==> src/design/cw_pkg.sv <==
`default_nettype none

package cw_pkg;

	// host request, held stable by the host while req is high
	typedef struct packed {
		logic [5:0] addr;
		logic [2:0] byte_idx;  // selects the io routing byte
		logic       write;
		logic [7:0] wdata;
	} reg_cmd_t;

	typedef struct packed {
		logic [1:0] mode;     // 0 or, 1 and, 2 nand, 3 constant low
		logic [5:0] enables;  // bit 0 fpa, bit 1 fpb, bits 2..5 io1..io4
	} trigsrc_t;

	typedef struct packed {
		logic [2:0] sec_sel;  // same coding as pri_sel but 0 is off
		logic       fpb_out;
		logic       fpa_out;
		logic [2:0] pri_sel;
	} trigmod_t;

	typedef struct packed {
		logic drive_en;   // static drive when nothing else claims the pin
		logic drive_val;
		logic txo_oc;     // open collector uart tx, pin 3 only
		logic usio_oc;    // open collector usi out, pin 3 only
		logic usi_rx;
		logic usi_tx;
		logic uart_rx;
		logic uart_tx;
	} gpio_cfg_t;

	typedef struct packed {
		logic [4:0] unused;
		logic       fast_start;
		logic       power_off;
		logic       avr_prog;
	} extra_cfg_t;

	typedef struct packed {
		logic [1:0] unused;
		logic       pdic;
		logic       pdic_en;
		logic       pdid;
		logic       pdid_en;
		logic       nrst;
		logic       nrst_en;
	} aux_gpio_t;

	// byte 0 is pin 1, byte 7 sits at the top
	typedef struct packed {
		logic [7:0]      rsvd7;
		aux_gpio_t       aux;
		extra_cfg_t      extra;
		logic [7:0]      unused4;
		gpio_cfg_t [3:0] gpio;
	} io_route_t;

	typedef struct packed {
		trigsrc_t  trigsrc;
		trigmod_t  trigmod;
		io_route_t ioroute;
	} cw_cfg_t;

	typedef struct packed {
		logic fpa;
		logic fpb;
		logic io1;
		logic io2;
		logic io3;
		logic io4;
		logic advio;
		logic anapattern;
		logic decodedio;
		logic mmc;
		logic edge_trig;  // edge trigger module
	} trig_in_t;

	typedef struct packed {
		logic [1:0] trigger;  // bit 0 primary, bit 1 secondary
		logic       ext;
		logic       fpa_oe;
		logic       fpb_oe;
		logic       fp_val;
	} trig_out_t;

	typedef struct packed {
		logic [3:0] oe;
		logic [3:0] val;
	} pin_drive_t;

	localparam logic [5:0] ADDR_TRIGSRC = 6'd39;
	localparam logic [5:0] ADDR_IOROUTE = 6'd55;
	localparam logic [5:0] ADDR_TRIGMOD = 6'd40;

	localparam trigsrc_t  RST_TRIGSRC = 8'h01;                  // front panel a only, or mode
	localparam io_route_t RST_IOROUTE = 64'h0000_0000_0000_0201; // pin1 tx, pin2 rx

	localparam int PWM_PERIOD     = 16;  // cycles per pwm period
	localparam int PWM_OFF_CYCLES = 6;   // off window at start of each period
	localparam int RAMP_STEPS     = 8;   // periods in one soft start
	localparam int PHASE_W        = $clog2(PWM_PERIOD);
	localparam int STEP_W         = $clog2(RAMP_STEPS);

endpackage

`default_nettype wire

==> src/design/cw_power_fsm.sv <==
`timescale 1ns/1ps
`default_nettype none

module cw_power_fsm (
	input  logic               clk,
	input  logic               reset,
	input  cw_pkg::extra_cfg_t extra_i,
	input  logic               pwm_off_i,
	input  logic               done_i,
	output logic               run_o,
	output logic               power_off_q_o,
	output logic               target_power_off_o
);

	typedef enum logic [1:0] {
		ST_OFF  = 2'd0,
		ST_RAMP = 2'd1,
		ST_ON   = 2'd2
	} state_t;

	state_t state_q;
	state_t state_d;

	// next state follows the raw request so state and power_off_q move together
	always_comb begin
		state_d = state_q;
		case (state_q)
			ST_ON: begin
				if (extra_i.power_off) state_d = ST_OFF;
			end
			ST_OFF: begin
				if (!extra_i.power_off) begin  // off to on edge
					state_d = extra_i.fast_start ? ST_ON : ST_RAMP;
				end
			end
			ST_RAMP: begin
				if (extra_i.power_off) state_d = ST_OFF;  // abort wins over done
				else if (done_i) state_d = ST_ON;
			end
			default: state_d = ST_OFF;
		endcase
	end

	always_ff @(posedge clk) begin
		if (reset) begin
			state_q       <= ST_ON;  // power_off resets to zero
			power_off_q_o <= 1'b0;
		end else begin
			state_q       <= state_d;
			power_off_q_o <= extra_i.power_off;
		end
	end

	assign run_o              = (state_q == ST_RAMP);
	assign target_power_off_o = run_o ? pwm_off_i : power_off_q_o;

endmodule

`default_nettype wire

==> src/design/cw_ramp_timer.sv <==
`timescale 1ns/1ps
`default_nettype none

module cw_ramp_timer (
	input  logic clk,
	input  logic reset,
	input  logic run_i,
	output logic pwm_off_o,
	output logic done_o
);

	logic [cw_pkg::PHASE_W-1:0] phase_q;  // position inside the pwm period
	logic [cw_pkg::STEP_W-1:0]  step_q;   // completed periods
	logic                       period_end;
	logic                       last_step;

	assign period_end = (phase_q == cw_pkg::PHASE_W'(cw_pkg::PWM_PERIOD - 1));
	assign last_step  = (step_q == cw_pkg::STEP_W'(cw_pkg::RAMP_STEPS - 1));

	// held at zero while idle, so every ramp starts at phase zero
	always_ff @(posedge clk) begin
		if (reset || !run_i) begin
			phase_q <= '0;
			step_q  <= '0;
		end else if (period_end) begin
			phase_q <= '0;
			step_q  <= step_q + 1'b1;
		end else begin
			phase_q <= phase_q + 1'b1;
		end
	end

	// power stays off for the first part of each period
	assign pwm_off_o = run_i & (phase_q < cw_pkg::PHASE_W'(cw_pkg::PWM_OFF_CYCLES));
	assign done_o    = run_i & period_end & last_step;  // one cycle at ramp end

endmodule

`default_nettype wire

==> src/design/cw_reg_file.sv <==
`timescale 1ns/1ps
`default_nettype none

module cw_reg_file (
	input  logic             clk,
	input  logic             reset,
	input  logic             req_i,
	input  cw_pkg::reg_cmd_t cmd_i,
	output logic             ack_o,
	output logic [7:0]       rdata_o,
	output cw_pkg::cw_cfg_t  cfg_o
);

	cw_pkg::trigsrc_t  trigsrc_q;
	cw_pkg::trigmod_t  trigmod_q;
	logic [7:0][7:0]   ioroute_q;  // byte addressed view of io routing
	logic              accept;
	logic [7:0]        rd_mux;

	assign accept = req_i & ~ack_o;  // first cycle of a new request

	// four phase ack, held until req drops
	always_ff @(posedge clk) begin
		if (reset) begin
			ack_o <= 1'b0;
		end else if (accept) begin
			ack_o <= 1'b1;
		end else if (!req_i) begin
			ack_o <= 1'b0;  // release one cycle after req falls
		end
	end

	always_comb begin
		case (cmd_i.addr)
			cw_pkg::ADDR_TRIGSRC: rd_mux = trigsrc_q;
			cw_pkg::ADDR_TRIGMOD: rd_mux = trigmod_q;
			cw_pkg::ADDR_IOROUTE: rd_mux = ioroute_q[cmd_i.byte_idx];
			default:              rd_mux = 8'h00;  // unknown reads as zero
		endcase
	end

	// read data captured with the ack, stable while ack is high
	always_ff @(posedge clk) begin
		if (accept && !cmd_i.write) begin
			rdata_o <= rd_mux;
		end
	end

	always_ff @(posedge clk) begin
		if (reset) begin
			trigsrc_q <= cw_pkg::RST_TRIGSRC;
			trigmod_q <= '0;
			ioroute_q <= cw_pkg::RST_IOROUTE;
		end else if (accept && cmd_i.write) begin
			case (cmd_i.addr)
				cw_pkg::ADDR_TRIGSRC: trigsrc_q <= cmd_i.wdata;
				cw_pkg::ADDR_TRIGMOD: trigmod_q <= cmd_i.wdata;
				cw_pkg::ADDR_IOROUTE: ioroute_q[cmd_i.byte_idx] <= cmd_i.wdata;
				default: ;  // unknown address, nothing changes
			endcase
		end
	end

	// register contents go straight out, so a write shows with the ack
	assign cfg_o.trigsrc = trigsrc_q;
	assign cfg_o.trigmod = trigmod_q;
	assign cfg_o.ioroute = cw_pkg::io_route_t'(ioroute_q);

endmodule

`default_nettype wire

==> src/design/cw_route_top.sv <==
`timescale 1ns/1ps
`default_nettype none

module cw_route_top (
	input  logic               clk,
	input  logic               reset,
	input  logic               req_i,
	input  cw_pkg::reg_cmd_t   cmd_i,
	output logic               ack_o,
	output logic [7:0]         rdata_o,
	input  cw_pkg::trig_in_t   trig_i,
	output cw_pkg::trig_out_t  trig_o,
	input  logic               uart_tx_i,
	input  logic               usi_out_i,
	input  logic [3:0]         pins_i,
	output cw_pkg::pin_drive_t pins_o,
	output logic               uart_rx_o,
	output logic               usi_in_o,
	output logic               avr_prog_o,
	output logic [2:0]         aux_oe_o,
	output logic [2:0]         aux_val_o,
	output logic               target_power_off_o
);

	cw_pkg::cw_cfg_t cfg;
	logic            pwm_off;
	logic            done;
	logic            run;
	logic            power_off_q;  // also the pin high-z condition

	cw_reg_file i_reg_file (
		.clk     (clk),
		.reset   (reset),
		.req_i   (req_i),
		.cmd_i   (cmd_i),
		.ack_o   (ack_o),
		.rdata_o (rdata_o),
		.cfg_o   (cfg)
	);

	cw_trigger_route i_trig (
		.trigsrc_i (cfg.trigsrc),
		.trigmod_i (cfg.trigmod),
		.trig_i    (trig_i),
		.trig_o    (trig_o)
	);

	cw_power_fsm i_power (
		.clk                (clk),
		.reset              (reset),
		.extra_i            (cfg.ioroute.extra),
		.pwm_off_i          (pwm_off),
		.done_i             (done),
		.run_o              (run),
		.power_off_q_o      (power_off_q),
		.target_power_off_o (target_power_off_o)
	);

	cw_ramp_timer i_ramp (
		.clk       (clk),
		.reset     (reset),
		.run_i     (run),
		.pwm_off_o (pwm_off),
		.done_o    (done)
	);

	cw_target_io i_io (
		.ioroute_i  (cfg.ioroute),
		.highz_i    (power_off_q),
		.uart_tx_i  (uart_tx_i),
		.usi_out_i  (usi_out_i),
		.pins_i     (pins_i),
		.pins_o     (pins_o),
		.uart_rx_o  (uart_rx_o),
		.usi_in_o   (usi_in_o),
		.avr_prog_o (avr_prog_o),
		.aux_oe_o   (aux_oe_o),
		.aux_val_o  (aux_val_o)
	);

endmodule

`default_nettype wire

==> src/design/cw_target_io.sv <==
`timescale 1ns/1ps
`default_nettype none

module cw_target_io (
	input  cw_pkg::io_route_t  ioroute_i,
	input  logic               highz_i,
	input  logic               uart_tx_i,
	input  logic               usi_out_i,
	input  logic [3:0]         pins_i,
	output cw_pkg::pin_drive_t pins_o,
	output logic               uart_rx_o,
	output logic               usi_in_o,
	output logic               avr_prog_o,
	output logic [2:0]         aux_oe_o,
	output logic [2:0]         aux_val_o
);

	// drive priority per pin, lowest config bit wins
	always_comb begin
		cw_pkg::gpio_cfg_t g;
		pins_o = '0;
		for (int i = 0; i < 4; i++) begin
			g = ioroute_i.gpio[i];
			if (highz_i) begin
				pins_o.oe[i] = 1'b0;  // target unpowered, release everything
			end else if (g.uart_tx) begin
				pins_o.oe[i]  = 1'b1;
				pins_o.val[i] = uart_tx_i;
			end else if (g.usi_tx) begin
				pins_o.oe[i]  = 1'b1;
				pins_o.val[i] = usi_out_i;
			end else if (i == 2 && g.usio_oc) begin
				pins_o.oe[i] = ~usi_out_i;  // pull low only, val stays 0
			end else if (i == 2 && g.txo_oc) begin
				pins_o.oe[i] = ~uart_tx_i;
			end else if (g.drive_en) begin
				pins_o.oe[i]  = 1'b1;
				pins_o.val[i] = g.drive_val;
			end
		end
	end

	// receive selects, walked backwards so pin 1 has priority
	always_comb begin
		uart_rx_o = 1'b1;  // idle high when unrouted
		usi_in_o  = 1'b1;
		for (int i = 3; i >= 0; i--) begin
			if (ioroute_i.gpio[i].uart_rx) uart_rx_o = pins_i[i];
		end
		for (int i = 2; i >= 0; i--) begin
			if (ioroute_i.gpio[i].usi_rx) usi_in_o = pins_i[i];  // pins 1..3 only
		end
	end

	assign avr_prog_o = ioroute_i.extra.avr_prog;
	assign aux_oe_o   = {ioroute_i.aux.pdic_en, ioroute_i.aux.pdid_en, ioroute_i.aux.nrst_en};
	assign aux_val_o  = {ioroute_i.aux.pdic, ioroute_i.aux.pdid, ioroute_i.aux.nrst};

endmodule

`default_nettype wire

==> src/design/cw_trigger_route.sv <==
`timescale 1ns/1ps
`default_nettype none

module cw_trigger_route (
	input  cw_pkg::trigsrc_t  trigsrc_i,
	input  cw_pkg::trigmod_t  trigmod_i,
	input  cw_pkg::trig_in_t  trig_i,
	output cw_pkg::trig_out_t trig_o
);

	logic [5:0] lines;     // external lines in enable bit order
	logic [4:0] mods;      // trigger modules, codes 1..5
	logic       comb_or;
	logic       comb_and;
	logic       ext;
	logic       pri;
	logic       sec;

	// code 0 picks src[0], codes above 5 give low
	function automatic logic pick(input logic [2:0] code, input logic [5:0] src);
		logic res;
		res = 1'b0;
		if (code <= 3'd5) begin
			res = src[code];
		end
		return res;
	endfunction

	assign lines = {trig_i.io4, trig_i.io3, trig_i.io2, trig_i.io1, trig_i.fpb, trig_i.fpa};
	assign mods  = {trig_i.edge_trig, trig_i.mmc, trig_i.decodedio,
	                trig_i.anapattern, trig_i.advio};

	assign comb_or  = |(lines & trigsrc_i.enables);   // disabled lines ignored
	assign comb_and = &(lines | ~trigsrc_i.enables);  // disabled lines count high

	always_comb begin
		case (trigsrc_i.mode)
			2'd0:    ext = comb_or;
			2'd1:    ext = comb_and;
			2'd2:    ext = ~comb_and;
			default: ext = 1'b0;
		endcase
	end

	assign pri = pick(trigmod_i.pri_sel, {mods, ext});
	assign sec = pick(trigmod_i.sec_sel, {mods, 1'b0});  // 0 means off here

	assign trig_o.trigger = {sec, pri};
	assign trig_o.ext     = ext;
	assign trig_o.fp_val  = pri | sec;  // both panel outputs carry either trigger
	assign trig_o.fpa_oe  = trigmod_i.fpa_out;
	assign trig_o.fpb_oe  = trigmod_i.fpb_out;

endmodule

`default_nettype wire

==> config.mk <==
export PLATFORM = sky130hd
export DESIGN_NAME = cw_route_top
export DESIGN_NICKNAME = d
export VERILOG_FILES = /design/src/design/cw_pkg.sv /design/src/design/cw_power_fsm.sv /design/src/design/cw_ramp_timer.sv /design/src/design/cw_reg_file.sv /design/src/design/cw_route_top.sv /design/src/design/cw_target_io.sv /design/src/design/cw_trigger_route.sv
export SDC_FILE = /design/constraint.sdc
export NUM_CORES = 1
export LEC_CHECK = 0
export BUFFER_PORTS_ARGS = -buffer_cell sky130_fd_sc_hd__clkbuf_2
export CORE_MARGIN = 5
export CORE_UTILIZATION = 35
export CTS_CLUSTER_SIZE = 12
export DETAILED_ROUTE_END_ITERATION = 16
export GPL_TIMING_DRIVEN = 0
export PLACE_DENSITY = 0.64
export SKIP_CTS_REPAIR_TIMING = 1
export SYNTH_ARGS = -nofsm -noshare
export SYNTH_HDL_FRONTEND = slang
export SYNTH_SLANG_ARGS = --single-unit
==> constraint.sdc <==
create_clock -name clk -period 1.82 [get_ports clk]
set_clock_uncertainty 0.05 [all_clocks]
set_input_delay 0.364 -clock clk [delete_from_list [all_inputs] [get_ports clk]]
set_output_delay 0.364 -clock clk [all_outputs]
set_load 0.01 [all_outputs]
==> impl_metrics.prom, run 1 <==
# TYPE chip_impl_metric gauge
chip_impl_metric{name="overflow",unit=""} 0
chip_impl_info{name="crit_path_top_delay_cell",value="dfxtp_2"} 1
chip_impl_info{name="worst_setup_ep_type",value="primary output"} 1
chip_impl_metric{name="setup_ws",unit="ns"} -0.4805
chip_impl_metric{name="detailroute.via_count",unit=""} 4801
chip_impl_metric{name="final_core_density",unit="%"} 47.71
chip_impl_metric{name="proportion_of_layout_cells_with_a_drive_suffix_above_1",unit="%"} 35.73
chip_impl_info{name="failing_checks",value="setup timing"} 1
chip_impl_metric{name="synthesis.area_per_instance",unit="µm²"} 8.450
chip_impl_metric{name="synthToLayoutAreaGrowth",unit="%"} 33.58
chip_impl_metric{name="clock_insertion_delay_worst_skew",unit="ns"} 0.36
chip_impl_metric{name="max_cap_viol_count",unit=""} 0
chip_impl_metric{name="final_hold_violation_count",unit=""} 0
chip_impl_metric{name="grt_use_met1",unit="%"} 24.22
chip_impl_metric{name="number_of_nets_at_the_end_of_the_flow",unit=""} 731
chip_impl_metric{name="cp.buffers_inverters",unit=""} 3
chip_impl_metric{name="initial_core_util",unit="%"} 35.72
chip_impl_metric{name="p_per_cell_area",unit="nW/µm²"} 681.2
chip_impl_metric{name="final_min_period_over_clock_period",unit="%"} 126.4
chip_impl_metric{name="grt_pass1_vias",unit=""} 4560
chip_impl_metric{name="globalRouteTotalUtil",unit="%"} 18.74
chip_impl_metric{name="ant_nets_after_route",unit=""} 0
chip_impl_metric{name="post_synth_num_cell_types",unit=""} 58
chip_impl_metric{name="dp_hpwl",unit="µm"} 11490
chip_impl_metric{name="dieWidth",unit="µm"} 129.3
chip_impl_metric{name="relSlewSlack",unit="%"} 32.19
chip_impl_metric{name="yosysTopAreaCellShare",unit="%"} 36.60
chip_impl_metric{name="required",unit="ns"} 1.41
chip_impl_metric{name="tightestPinTransition",unit="ns"} 1.015
chip_impl_info{name="synth_top_cells_by_area",value="dfxtp_1 37%, mux2i_1 12%, nand2_1 6.4%"} 1
chip_impl_metric{name="synth-async-reset-ratio",unit="%"} 0
chip_impl_metric{name="synth_seq_cells",unit=""} 99
chip_impl_metric{name="port-buffer-count",unit=""} 61
chip_impl_info{name="hold_path_class",value="in -> reg"} 1
chip_impl_metric{name="final-max-slew-violation-count",unit=""} 0
chip_impl_metric{name="post-place-ws",unit="ns"} -0.9272
chip_impl_metric{name="die_height",unit="µm"} 129.3
chip_impl_metric{name="clock_slew_at_reported_path_ffs",unit="ns"} 0.07
chip_impl_info{name="grt.busiest_layer",value="met2"} 1
chip_impl_metric{name="synthesized_cell_area",unit="µm²"} 4977
chip_impl_metric{name="synth_cells",unit=""} 589
chip_impl_metric{name="critical_path.max_fanout",unit=""} 3
chip_impl_metric{name="synth_enable_flop_cells",unit=""} 8
chip_impl_metric{name="tritoncts.num_buffers",unit=""} 9
chip_impl_metric{name="global_route_wire_length_before_repair",unit="µm"} 24100
chip_impl_metric{name="report.power.total",unit="mW"} 4.529
chip_impl_metric{name="io-pin-count",unit=""} 71
chip_impl_metric{name="grt_max_degree",unit=""} 16
chip_impl_metric{name="global_route_met2_usage",unit="%"} 31.34
chip_impl_info{name="worstSetupStartpointType",value="flop"} 1
chip_impl_metric{name="antennaDiodeCount",unit=""} 0
chip_impl_info{name="grt_setup_unrepaired",value="true"} 1
chip_impl_metric{name="finalWirelength",unit="µm"} 16360
chip_impl_metric{name="fp.dieArea",unit="µm²"} 16710
chip_impl_metric{name="final_number_of_setup_violating_endpoints",unit=""} 59
chip_impl_metric{name="static-leakage-power",unit="nW"} 2.452
chip_impl_info{name="path_class",value="reg -> out"} 1
chip_impl_metric{name="drt_first_pass_iters",unit=""} 5
chip_impl_metric{name="gp_congestion",unit=""} 0.9660
chip_impl_metric{name="cp.arrival",unit="ns"} 1.89
chip_impl_info{name="root_buffer",value="clkbuf_16"} 1
chip_impl_metric{name="worst_ir_drop_vdd",unit="V"} 0.0004420
chip_impl_metric{name="dpl.cell_count",unit=""} 830
chip_impl_metric{name="postSynthNetCount",unit=""} 630
chip_impl_info{name="postSynth.topFlopCell",value="dfxtp_1"} 1
chip_impl_info{name="cts_tree",value="done"} 1
chip_impl_metric{name="yosysSeqAreaShare",unit="%"} 41.43
chip_impl_info{name="yosys.cell_count.top_type",value="dfxtp_1"} 1
chip_impl_info{name="cp_top_family",value="compound AO/OA/AOI/OAI gates"} 1
chip_impl_metric{name="grt_antenna_before_repair",unit=""} 0
chip_impl_info{name="status",value="finished, violations left"} 1
chip_impl_metric{name="wire_per_inst",unit="µm"} 18.72
chip_impl_info{name="critical_path.cell_chain",value="inv_2 -> o22ai_2 -> o31a_1 -> a211o_1 -> o41ai_2 -> buf_4 -> buf_6"} 1
chip_impl_metric{name="cts-htree-levels",unit=""} 3
chip_impl_metric{name="fmaxAchievable",unit="MHz"} 434.7
chip_impl_metric{name="ys_warn_count",unit=""} 0
chip_impl_metric{name="final_cells",unit=""} 874
chip_impl_metric{name="core_region_area",unit="µm²"} 13930
chip_impl_metric{name="timing.final.crit_period",unit="ns"} 2.300
chip_impl_metric{name="drt-vias-per-instance",unit=""} 5.493
chip_impl_metric{name="drt_first_iter_violations",unit=""} 375
chip_impl_metric{name="floorplan.rows",unit=""} 43
chip_impl_info{name="synth.top_cells.by_count",value="91 x dfxtp_1, 85 x nand2_1, 77 x nor2_1, 60 x mux2i_1, 56 x a21oi_1"} 1
chip_impl_metric{name="fill_cells",unit=""} 1315
chip_impl_info{name="netlist.top_cell.by_area",value="dfxtp_1"} 1
chip_impl_metric{name="clock-sinks",unit=""} 99
chip_impl_metric{name="gr-usage-met3",unit="%"} 4.246
chip_impl_metric{name="cts.path.max_buffers",unit=""} 2
chip_impl_metric{name="hold_ws",unit="ns"} 0.2154
chip_impl_metric{name="max_stage_delay",unit="ns"} 0.34
chip_impl_metric{name="drt_drc_violations_left",unit=""} 0
-- registers in the layout, indices dropped and copies added (netlist names) --
| signal | flops |
|---|---|
| i_power.power_off_q_o | 1 |
| i_power.state_q | 2 |
| i_ramp.phase_q | 4 |
| i_ramp.step_q | 3 |
| i_reg_file.ack_o | 1 |
| i_reg_file.cfg_o | 80 |
| i_reg_file.rdata_o | 8 |
-- final cells by class --
| type | count | area [µm²] | area share (%) |
|---|---|---|---|
| Clock inverter | 4 | 50.05 | 0.7527 |
| Buffer | 46 | 291.5 | 4.385 |
| Timing Repair Buffer | 94 | 714.4 | 10.75 |
| Multi-Input combinational cell | 427 | 2952 | 44.39 |
| Tap cell | 180 | 225.2 | 3.387 |
| Inverter | 13 | 51.30 | 0.7715 |
| Sequential cell | 99 | 2112 | 31.77 |
| Clock buffer | 11 | 252.7 | 3.801 |
-- final timing paths --
check	start	endpoint	slack (ns)	depth (start not counted)
worst max-delay path	i_reg_file.cfg_o[72]	trig_o[4]	-0.48	7
worst min-delay path	req_i	i_reg_file.ack_o	0.22	2
worst max register to register	i_reg_file.ack_o	i_reg_file.cfg_o[5]	-0.24	9
worst min register to register	i_ramp.phase_q[0]	i_ramp.phase_q[0]	0.40	1
-- cell families (layout without fill, tap and decap cells) --
family	Yosys count	after routing	synth area share, %
AND/OR/NAND/NOR	232	232	22.52
buffers and inverters	63	168	6.008
multiplexers	71	71	14.56
adder cells (fa/ha/maj)	3	3	0.7542
flip-flops	99	99	41.43
XOR/XNOR	2	2	0.3520
AO/OA/AOI/OAI	119	119	14.38
-- layout by cell type (no fill, tap or decap), types with 6 or more instances in the layout --
master,instances
a21oi_1,34
a21oi_2,22
buf_1,8
buf_12,8
buf_4,26
buf_6,16
clkbuf_1,12
clkbuf_16,9
clkbuf_2,57
clkbuf_4,6
dfxtp_1,71
dfxtp_2,10
dfxtp_4,10
edfxtp_1,8
inv_1,7
mux2_2,10
mux2i_1,56
nand2_1,64
nand2_2,17
nand3_1,17
nor2_1,77
nor2b_1,10
nor3_1,8
nor3_4,8
o21ai_0,19
-- per-stage QoR --
step                      setup TNS (ns)  cell area, µm²
after global routing              -11.00            6649
final                             -6.931            6649
after detailed placement          -42.07            5525
after CTS                         -23.43            5828
after floorplan                  -0.3883            4995
after global placement            -39.43            5525
-- per-layer routing --
| layer | up-vias | wire length [µm] |
|---|---|---|
| met5 | - | 0 |
| met3 | 26 | 1091 |
| met4 | 0 | 294 |
| li1 | 2247 | - |
| met2 | 186 | 7923 |
| met1 | 2342 | 7055 |
-- power breakdown --
group,switching [mW],internal [mW],total (mW)
registers,0.00340,2.18,2.19
logic,0.243,0.116,0.359
clock network,0.852,1.13,1.98
Note: power is estimated with default switching activity, not from simulation.
==> run 2: changes to the inputs <==
--- a/config.mk
+++ b/config.mk
@@ -5,6 +5,7 @@
 export SDC_FILE = /design/constraint.sdc
 export NUM_CORES = 1
 export LEC_CHECK = 0
+export ABC_AREA = 1
 export BUFFER_PORTS_ARGS = -buffer_cell sky130_fd_sc_hd__clkbuf_2
 export CORE_MARGIN = 5
 export CORE_UTILIZATION = 35
@@ -15,4 +16,5 @@
 export SKIP_CTS_REPAIR_TIMING = 1
 export SYNTH_ARGS = -nofsm -noshare
 export SYNTH_HDL_FRONTEND = slang
+export SYNTH_HIERARCHICAL = 1
 export SYNTH_SLANG_ARGS = --single-unit
==> impl_metrics.prom, run 2 <==
# TYPE chip_impl_metric gauge
chip_impl_info{name="status",value="finished, violations left"} 1
chip_impl_info{name="failing_checks",value="setup timing"} 1
chip_impl_metric{name="overflow",unit=""} 0
chip_impl_metric{name="dieWidth",unit="µm"} 138.1
chip_impl_metric{name="io-pin-count",unit=""} 71
chip_impl_metric{name="final_number_of_setup_violating_endpoints",unit=""} 3
chip_impl_info{name="netlist.top_cell.by_area",value="dfxtp_1"} 1
chip_impl_info{name="cts_tree",value="done"} 1
chip_impl_info{name="timing.critical_path.to",value="trig_o[4]"} 1
chip_impl_metric{name="finalWirelength",unit="µm"} 16870
chip_impl_metric{name="switching_power",unit="mW"} 1.153
chip_impl_info{name="layout_commonest_cell",value="nand2_1"} 1
chip_impl_metric{name="max_cap_viol_count",unit=""} 0
chip_impl_metric{name="required",unit="ns"} 1.41
chip_impl_metric{name="multi_input_comb_area",unit="µm²"} 3073
chip_impl_metric{name="p_per_cell_area",unit="nW/µm²"} 658.1
chip_impl_metric{name="die_height",unit="µm"} 138.1
chip_impl_metric{name="static-leakage-power",unit="nW"} 3.059
chip_impl_metric{name="clock_power_share",unit="%"} 40.0
chip_impl_metric{name="floorplan.rows",unit=""} 46
chip_impl_metric{name="drt_first_iter_violations",unit=""} 579
chip_impl_metric{name="critical_path.max_fanout",unit=""} 4
chip_impl_metric{name="globalRouteTotalUtil",unit="%"} 17.28
chip_impl_metric{name="regArea",unit="µm²"} 2083
chip_impl_metric{name="port-buffer-count",unit=""} 69
chip_impl_metric{name="switching_share",unit="%"} 25.97
chip_impl_metric{name="clock-sinks",unit=""} 99
chip_impl_metric{name="placement.cell_area",unit="µm²"} 6357
chip_impl_metric{name="grt_max_degree",unit=""} 16
chip_impl_metric{name="reg2regPathDepth",unit=""} 8
chip_impl_info{name="path_class",value="reg -> out"} 1
chip_impl_metric{name="drt-vias-per-instance",unit=""} 4.893
chip_impl_metric{name="global_route_wire_length_before_repair",unit="µm"} 26780
chip_impl_metric{name="fill_cells",unit=""} 1731
chip_impl_metric{name="postSynthNetCount",unit=""} 927
chip_impl_metric{name="report.power.total",unit="mW"} 4.438
chip_impl_metric{name="proportion_of_layout_cells_with_a_drive_suffix_above_1",unit="%"} 21.03
chip_impl_metric{name="yosysSeqAreaShare",unit="%"} 35.91
chip_impl_info{name="yosys.cell_count.top_type",value="nand2_1"} 1
chip_impl_metric{name="r2r_slack",unit="ns"} 0.17
chip_impl_info{name="synth.top_cells.by_count",value="213 x nand2_1, 204 x nor2_1, 91 x dfxtp_1, 90 x inv_1, 66 x nand4_1"} 1
chip_impl_metric{name="fmaxAchievable",unit="MHz"} 526.3
chip_impl_metric{name="clock_slew_at_reported_path_ffs",unit="ns"} 0.07
chip_impl_metric{name="cp.arrival",unit="ns"} 1.49
chip_impl_metric{name="final_hold_violation_count",unit=""} 0
chip_impl_info{name="layout_common_cells",value="212 x nand2_1, 204 x nor2_1, 86 x inv_1"} 1
chip_impl_metric{name="antennaDiodeCount",unit=""} 0
chip_impl_metric{name="initial_core_util",unit="%"} 35.89
chip_impl_metric{name="power.combinational.fraction",unit="%"} 10.4
chip_impl_metric{name="clock_insertion_delay_worst_skew",unit="ns"} 0.35
chip_impl_info{name="hold_path_class",value="in -> reg"} 1
chip_impl_info{name="worstSetupStartpointType",value="flop"} 1
chip_impl_metric{name="final_design_area_no_fill",unit="µm²"} 6744
chip_impl_metric{name="relSlewSlack",unit="%"} 40.56
chip_impl_info{name="root_buffer",value="clkbuf_16"} 1
chip_impl_info{name="synth_top_cells_by_area",value="dfxtp_1 32%, nand2_1 14%, nor2_1 13%"} 1
chip_impl_metric{name="synthToLayoutAreaGrowth",unit="%"} 17.45
chip_impl_metric{name="cts-htree-levels",unit=""} 3
chip_impl_metric{name="ys_warn_count",unit=""} 6
chip_impl_info{name="postSynth.topFlopCell",value="dfxtp_1"} 1
chip_impl_info{name="crit-reg2reg-launch",value="i_reg_file/ack_o"} 1
chip_impl_metric{name="synth_enable_flop_cells",unit=""} 8
chip_impl_metric{name="synth_seq_cells",unit=""} 99
chip_impl_metric{name="min_path_cells",unit=""} 3
chip_impl_metric{name="drt_drc_violations_left",unit=""} 0
chip_impl_metric{name="synthesis.area_per_instance",unit="µm²"} 6.481
chip_impl_metric{name="seq_power_share",unit="%"} 49.5
chip_impl_metric{name="cts.path.max_buffers",unit=""} 2
chip_impl_metric{name="gp_congestion",unit=""} 0.9548
chip_impl_metric{name="tightestPinTransition",unit="ns"} 0.8848
chip_impl_metric{name="synth_cells",unit=""} 886
chip_impl_metric{name="worst_ir_drop_vdd",unit="V"} 0.0004508
chip_impl_metric{name="grt_antenna_before_repair",unit=""} 0
chip_impl_metric{name="dp_hpwl",unit="µm"} 12460
chip_impl_metric{name="final-max-slew-violation-count",unit=""} 0
chip_impl_metric{name="synthesized_cell_area",unit="µm²"} 5742
chip_impl_metric{name="drt_first_pass_iters",unit=""} 5
chip_impl_metric{name="internal_power",unit="mW"} 3.285
chip_impl_metric{name="tritoncts.num_buffers",unit=""} 9
chip_impl_metric{name="final_min_period_over_clock_period",unit="%"} 104.4
chip_impl_metric{name="ant_nets_after_route",unit=""} 0
chip_impl_info{name="worstReg2RegEnd",value="i_reg_file/cfg_o[31]"} 1
chip_impl_info{name="grt_setup_unrepaired",value="true"} 1
chip_impl_metric{name="post_synth_num_cell_types",unit=""} 37
chip_impl_metric{name="grt_pass1_vias",unit=""} 5227
chip_impl_metric{name="detailroute.via_count",unit=""} 5827
chip_impl_metric{name="hold_ws",unit="ns"} 0.1782
chip_impl_info{name="timing.critical_path.from",value="i_reg_file/cfg_o[75]"} 1
chip_impl_metric{name="wire_per_inst",unit="µm"} 14.17
chip_impl_metric{name="timing.final.crit_period",unit="ns"} 1.900
chip_impl_metric{name="largest_reg_flops",unit=""} 80
chip_impl_metric{name="number_of_nets_at_the_end_of_the_flow",unit=""} 1011
chip_impl_metric{name="synth-async-reset-ratio",unit="%"} 0
chip_impl_metric{name="setup_ws",unit="ns"} -0.08005
chip_impl_info{name="worst_setup_ep_type",value="primary output"} 1
chip_impl_metric{name="fp.dieArea",unit="µm²"} 19070
chip_impl_metric{name="core_region_area",unit="µm²"} 16000
chip_impl_metric{name="yosysTopAreaCellShare",unit="%"} 31.73
[run 2: cell types whose count changed in the layout (fill, tap and decap cells not counted), sizes merged, moves of 45 or more]
cell	previous run	this run
nand4	0	66
nor2	78	227
inv	13	100
nand2	85	219
mux2i	60	0
a21oi	56	11
[run 2: worst min-delay path by stage]
stage          slack (ns)                 end         startpoint
4_1_cts              0.16    i_reg_file/ack_o              req_i
3_3_place_gp         0.40   i_ramp/phase_q[0]  i_ramp/phase_q[0]
5_1_grt              0.20    i_reg_file/ack_o              req_i
6_report             0.18    i_reg_file/ack_o              req_i
3_5_place_dp         0.41   i_ramp/phase_q[0]  i_ramp/phase_q[0]
2_1_floorplan        0.38  i_power/state_q[0]              reset
[run 2: logic make-up (layout without fill, tap and decap cells)]
group                    after synthesis  after routing  synth area share [%]
flip-flops                            99             99                 35.91
AND/OR/NAND/NOR                      575            575                 46.22
buffers and inverters                149            238                 11.20
adder cells (fa/ha/maj)                3              3                0.6538
AO/OA/AOI/OAI                         59             59                 5.862
XOR/XNOR                               1              1                0.1526
[run 2: layer usage]
layer  part of all wire, %  vias to the layer above  GRT usage [%]
met5                     0                        -              0
met4                   2.9                        0          7.072
met3                   6.5                       34          3.138
met2                    45                      184          27.62
met1                    46                     2629          23.08
li1                      -                     2980              -
[run 2: critical path, stage by stage, from the launching register on]
cell,delay [ns]
dfxtp_2,0.33
nand2_1,0.06
nand2_1,0.06
nor2_2,0.12
nand2_1,0.06
nand2_1,0.06
nand4_1,0.10
nand2_1,0.10
nand2_2,0.06
nand2_1,0.09
buf_6,0.11
[run 2: cell type report]
type                            instances  area share (%)
Clock inverter                          6          0.4638
Tap cell                              216           4.007
Inverter                              106           5.974
Clock buffer                           10           3.544
Sequential cell                        99           30.89
Buffer                                 41           3.488
Multi-Input combinational cell        638           45.57
Timing Repair Buffer                   75           6.067
[run 2: through the flow]
stage                     setup TNS, ns  std cells  utilization [%]  worst slack, ns
after floorplan                       0        886                -           0.2645
after global placement           -3.187       1171            39.73          -0.2097
after detailed placement         -2.181       1171            39.73          -0.2009
after CTS                       -0.6595       1187            41.42          -0.2347
after global routing            -0.4519       1191            42.15          -0.1604
final                           -0.1634       1191            42.15         -0.08005
[run 2: power groups by stage]
stage | clock network (mW) | registers (mW) | logic (mW)
2_1_floorplan | 0 | 2.25 | 0.278
3_3_place_gp | 0 | 2.25 | 0.448
3_5_place_dp | 0 | 2.25 | 0.448
4_1_cts | 1.81 | 2.20 | 0.450
5_1_grt | 1.90 | 2.20 | 0.505
6_report | 1.78 | 2.20 | 0.463
==> run 3: changes to the inputs <==
--- a/config.mk
+++ b/config.mk
@@ -6,13 +6,14 @@
 export NUM_CORES = 1
 export LEC_CHECK = 0
 export ABC_AREA = 1
-export BUFFER_PORTS_ARGS = -buffer_cell sky130_fd_sc_hd__clkbuf_2
 export CORE_MARGIN = 5
 export CORE_UTILIZATION = 35
 export CTS_CLUSTER_SIZE = 12
 export DETAILED_ROUTE_END_ITERATION = 16
+export DONT_BUFFER_PORTS = 1
 export GPL_TIMING_DRIVEN = 0
-export PLACE_DENSITY = 0.64
+export PLACE_DENSITY = 0.6
+export SETUP_SLACK_MARGIN = 0.4
 export SKIP_CTS_REPAIR_TIMING = 1
 export SYNTH_ARGS = -nofsm -noshare
 export SYNTH_HDL_FRONTEND = slang
==> impl_metrics.prom, run 3 (same netlist as run 2, synthesis figures left out) <==
# TYPE chip_impl_metric gauge
chip_impl_metric{name="dp_hpwl",unit="µm"} 12830
chip_impl_info{name="failing_checks",value="setup timing"} 1
chip_impl_metric{name="grt_max_degree",unit=""} 18
chip_impl_metric{name="floorplan.rows",unit=""} 46
chip_impl_metric{name="regArea",unit="µm²"} 2140
chip_impl_metric{name="globalRouteTotalUtil",unit="%"} 18.11
chip_impl_metric{name="grt_use_met1",unit="%"} 25.57
chip_impl_metric{name="gr-usage-met3",unit="%"} 4.207
chip_impl_metric{name="final_core_density",unit="%"} 43.67
chip_impl_metric{name="initial_core_util",unit="%"} 35.89
chip_impl_info{name="path_class",value="reg -> out"} 1
chip_impl_metric{name="final_cells",unit=""} 1130
chip_impl_info{name="root_buffer",value="clkbuf_16"} 1
chip_impl_info{name="layout_common_cells",value="201 x nand2_1, 181 x nor2_1, 69 x inv_1"} 1
chip_impl_metric{name="static-leakage-power",unit="nW"} 2.915
chip_impl_metric{name="multi_input_comb_area",unit="µm²"} 3390
chip_impl_info{name="worstSetupStartpointType",value="flop"} 1
chip_impl_metric{name="grt_antenna_before_repair",unit=""} 0
chip_impl_metric{name="overflow",unit=""} 0
chip_impl_metric{name="timing.final.crit_period",unit="ns"} 1.866
chip_impl_metric{name="die_height",unit="µm"} 138.1
chip_impl_metric{name="clock_slew_at_reported_path_ffs",unit="ns"} 0.07
chip_impl_metric{name="wire_per_inst",unit="µm"} 16.15
chip_impl_metric{name="cp.arrival",unit="ns"} 1.45
chip_impl_metric{name="p_per_cell_area",unit="nW/µm²"} 667.8
chip_impl_metric{name="seq_power_share",unit="%"} 46.8
chip_impl_metric{name="power.combinational.fraction",unit="%"} 9.6
chip_impl_metric{name="final_min_period_over_clock_period",unit="%"} 102.6
chip_impl_metric{name="clock_insertion_delay_worst_skew",unit="ns"} 0.36
chip_impl_metric{name="proportion_of_layout_cells_with_a_drive_suffix_above_1",unit="%"} 26.81
chip_impl_metric{name="clock-sinks",unit=""} 99
chip_impl_metric{name="largest_reg_flops",unit=""} 80
chip_impl_metric{name="drt_first_pass_iters",unit=""} 5
chip_impl_metric{name="port-buffer-count",unit=""} 0
chip_impl_info{name="grt_setup_unrepaired",value="true"} 1
chip_impl_metric{name="global_route_wire_length_before_repair",unit="µm"} 27490
chip_impl_metric{name="required",unit="ns"} 1.41
chip_impl_metric{name="switching_share",unit="%"} 26.48
chip_impl_metric{name="antennaDiodeCount",unit=""} 0
chip_impl_metric{name="fmaxAchievable",unit="MHz"} 535.8
chip_impl_metric{name="number_of_nets_at_the_end_of_the_flow",unit=""} 950
chip_impl_metric{name="detailroute.via_count",unit=""} 5649
chip_impl_info{name="worst_setup_ep_type",value="primary output"} 1
chip_impl_metric{name="drt-vias-per-instance",unit=""} 4.999
chip_impl_metric{name="ant_nets_after_route",unit=""} 0
chip_impl_metric{name="drt_drc_violations_left",unit=""} 0
chip_impl_metric{name="final_number_of_setup_violating_endpoints",unit=""} 1
chip_impl_metric{name="synthToLayoutAreaGrowth",unit="%"} 21.68
chip_impl_info{name="status",value="finished, violations left"} 1
chip_impl_metric{name="global_route_met2_usage",unit="%"} 28.08
chip_impl_metric{name="r2r_slack",unit="ns"} 0.40
chip_impl_metric{name="cts.path.max_buffers",unit=""} 2
chip_impl_metric{name="finalWirelength",unit="µm"} 18250
chip_impl_info{name="grt.busiest_layer",value="met2"} 1
chip_impl_metric{name="clock_power_share",unit="%"} 43.7
chip_impl_metric{name="dpl.cell_count",unit=""} 1102
chip_impl_metric{name="gp_congestion",unit=""} 0.8881
chip_impl_metric{name="critical_path.max_fanout",unit=""} 4
chip_impl_metric{name="final-max-slew-violation-count",unit=""} 0
chip_impl_metric{name="drt_first_iter_violations",unit=""} 559
chip_impl_metric{name="io-pin-count",unit=""} 71
chip_impl_metric{name="fp.dieArea",unit="µm²"} 19070
chip_impl_metric{name="core_region_area",unit="µm²"} 16000
chip_impl_metric{name="internal_power",unit="mW"} 3.430
chip_impl_metric{name="dieWidth",unit="µm"} 138.1
chip_impl_info{name="hold_path_class",value="in -> reg"} 1
chip_impl_metric{name="cts-htree-levels",unit=""} 3
chip_impl_metric{name="switching_power",unit="mW"} 1.235
chip_impl_metric{name="tritoncts.num_buffers",unit=""} 9
chip_impl_metric{name="setup_ws",unit="ns"} -0.04644
chip_impl_metric{name="grt_pass1_vias",unit=""} 4871
chip_impl_metric{name="max_cap_viol_count",unit=""} 0
chip_impl_metric{name="relSlewSlack",unit="%"} 56.17
chip_impl_metric{name="final_hold_violation_count",unit=""} 0
chip_impl_info{name="cts_tree",value="done"} 1
chip_impl_metric{name="tightestPinTransition",unit="ns"} 0.6574
chip_impl_metric{name="fill_cells",unit=""} 1712
chip_impl_info{name="layout_commonest_cell",value="nand2_1"} 1
chip_impl_metric{name="worst_ir_drop_vdd",unit="V"} 0.0004716
-- run 3: changes by cell type in the layout (fill, tap and decap cells not counted), sizes merged --
cell | before | now
buf | 45 | 50
bufinv | 0 | 1
clkbuf | 81 | 14
clkinv | 11 | 7
clkinvlp | 1 | 2
dlygate4sd3 | 0 | 1
inv | 100 | 102
-- run 3: routing by layer --
layer / vias up / wire, µm
met5: - / 0
met4: 0 / 270
met3: 25 / 1165
met2: 175 / 8120
met1: 2588 / 8692
li1: 2861 / -
-- run 3: worst paths after layout --
| kind | end | depth (start not counted) | from |
|---|---|---|---|
| hold / removal | i_reg_file/ack_o | 1 | reset |
| setup reg to reg | i_reg_file/cfg_o[2] | 8 | i_reg_file/ack_o |
| setup / recovery | trig_o[4] | 10 | i_reg_file/cfg_o[74] |
| hold reg to reg | i_reg_file/cfg_o[61] | 2 | i_reg_file/cfg_o[61] |
-- run 3: final cells by class --
type	count	area share, %
plain buffers	43	4.853
clock buffers	10	3.420
clock inverters	6	1.021
inverters	106	6.196
multi-input cells	638	48.51
flip-flops and latches	99	30.62
well taps	216	3.868
repair buffers	12	1.504
-- run 3: power by group through the flow --
stage          sequential [mW]  clock, mW  combinational [mW]
6_report                  2.18       2.04               0.446
3_5_place_dp              2.25          0               0.406
5_1_grt                   2.18       2.15               0.483
4_1_cts                   2.20       2.05               0.407
2_1_floorplan             2.25          0               0.297
3_3_place_gp              2.25          0               0.404
-- run 3: critical path: stages, from the launching register on --
cell     delay [ns]
dfxtp_2        0.34
nand2_2        0.06
nand2_2        0.06
nor2_4         0.13
nand2_1        0.06
nand2_1        0.07
nand4_1        0.07
nand2_1        0.07
nand2_1        0.06
nand2_1        0.07
buf_6          0.10
-- run 3: stage by stage --
stage / TNS [ns] / hold WS, ns / worst slack [ns] / power (mW) / instance area (µm²)
after floorplan: 0 / 0.3764 / 0.3771 / 2.548 / 5829
after global placement: -0.6634 / 0.3813 / -0.1154 / 2.656 / 6100
after detailed placement: -0.6957 / 0.3844 / -0.1296 / 2.659 / 6100
after CTS: -0.2558 / 0.005453 / -0.1338 / 4.663 / 6410
after global routing: -0.2522 / 0.003714 / -0.1373 / 4.810 / 6987
final: -0.04644 / 0.007166 / -0.04644 / 4.665 / 6987
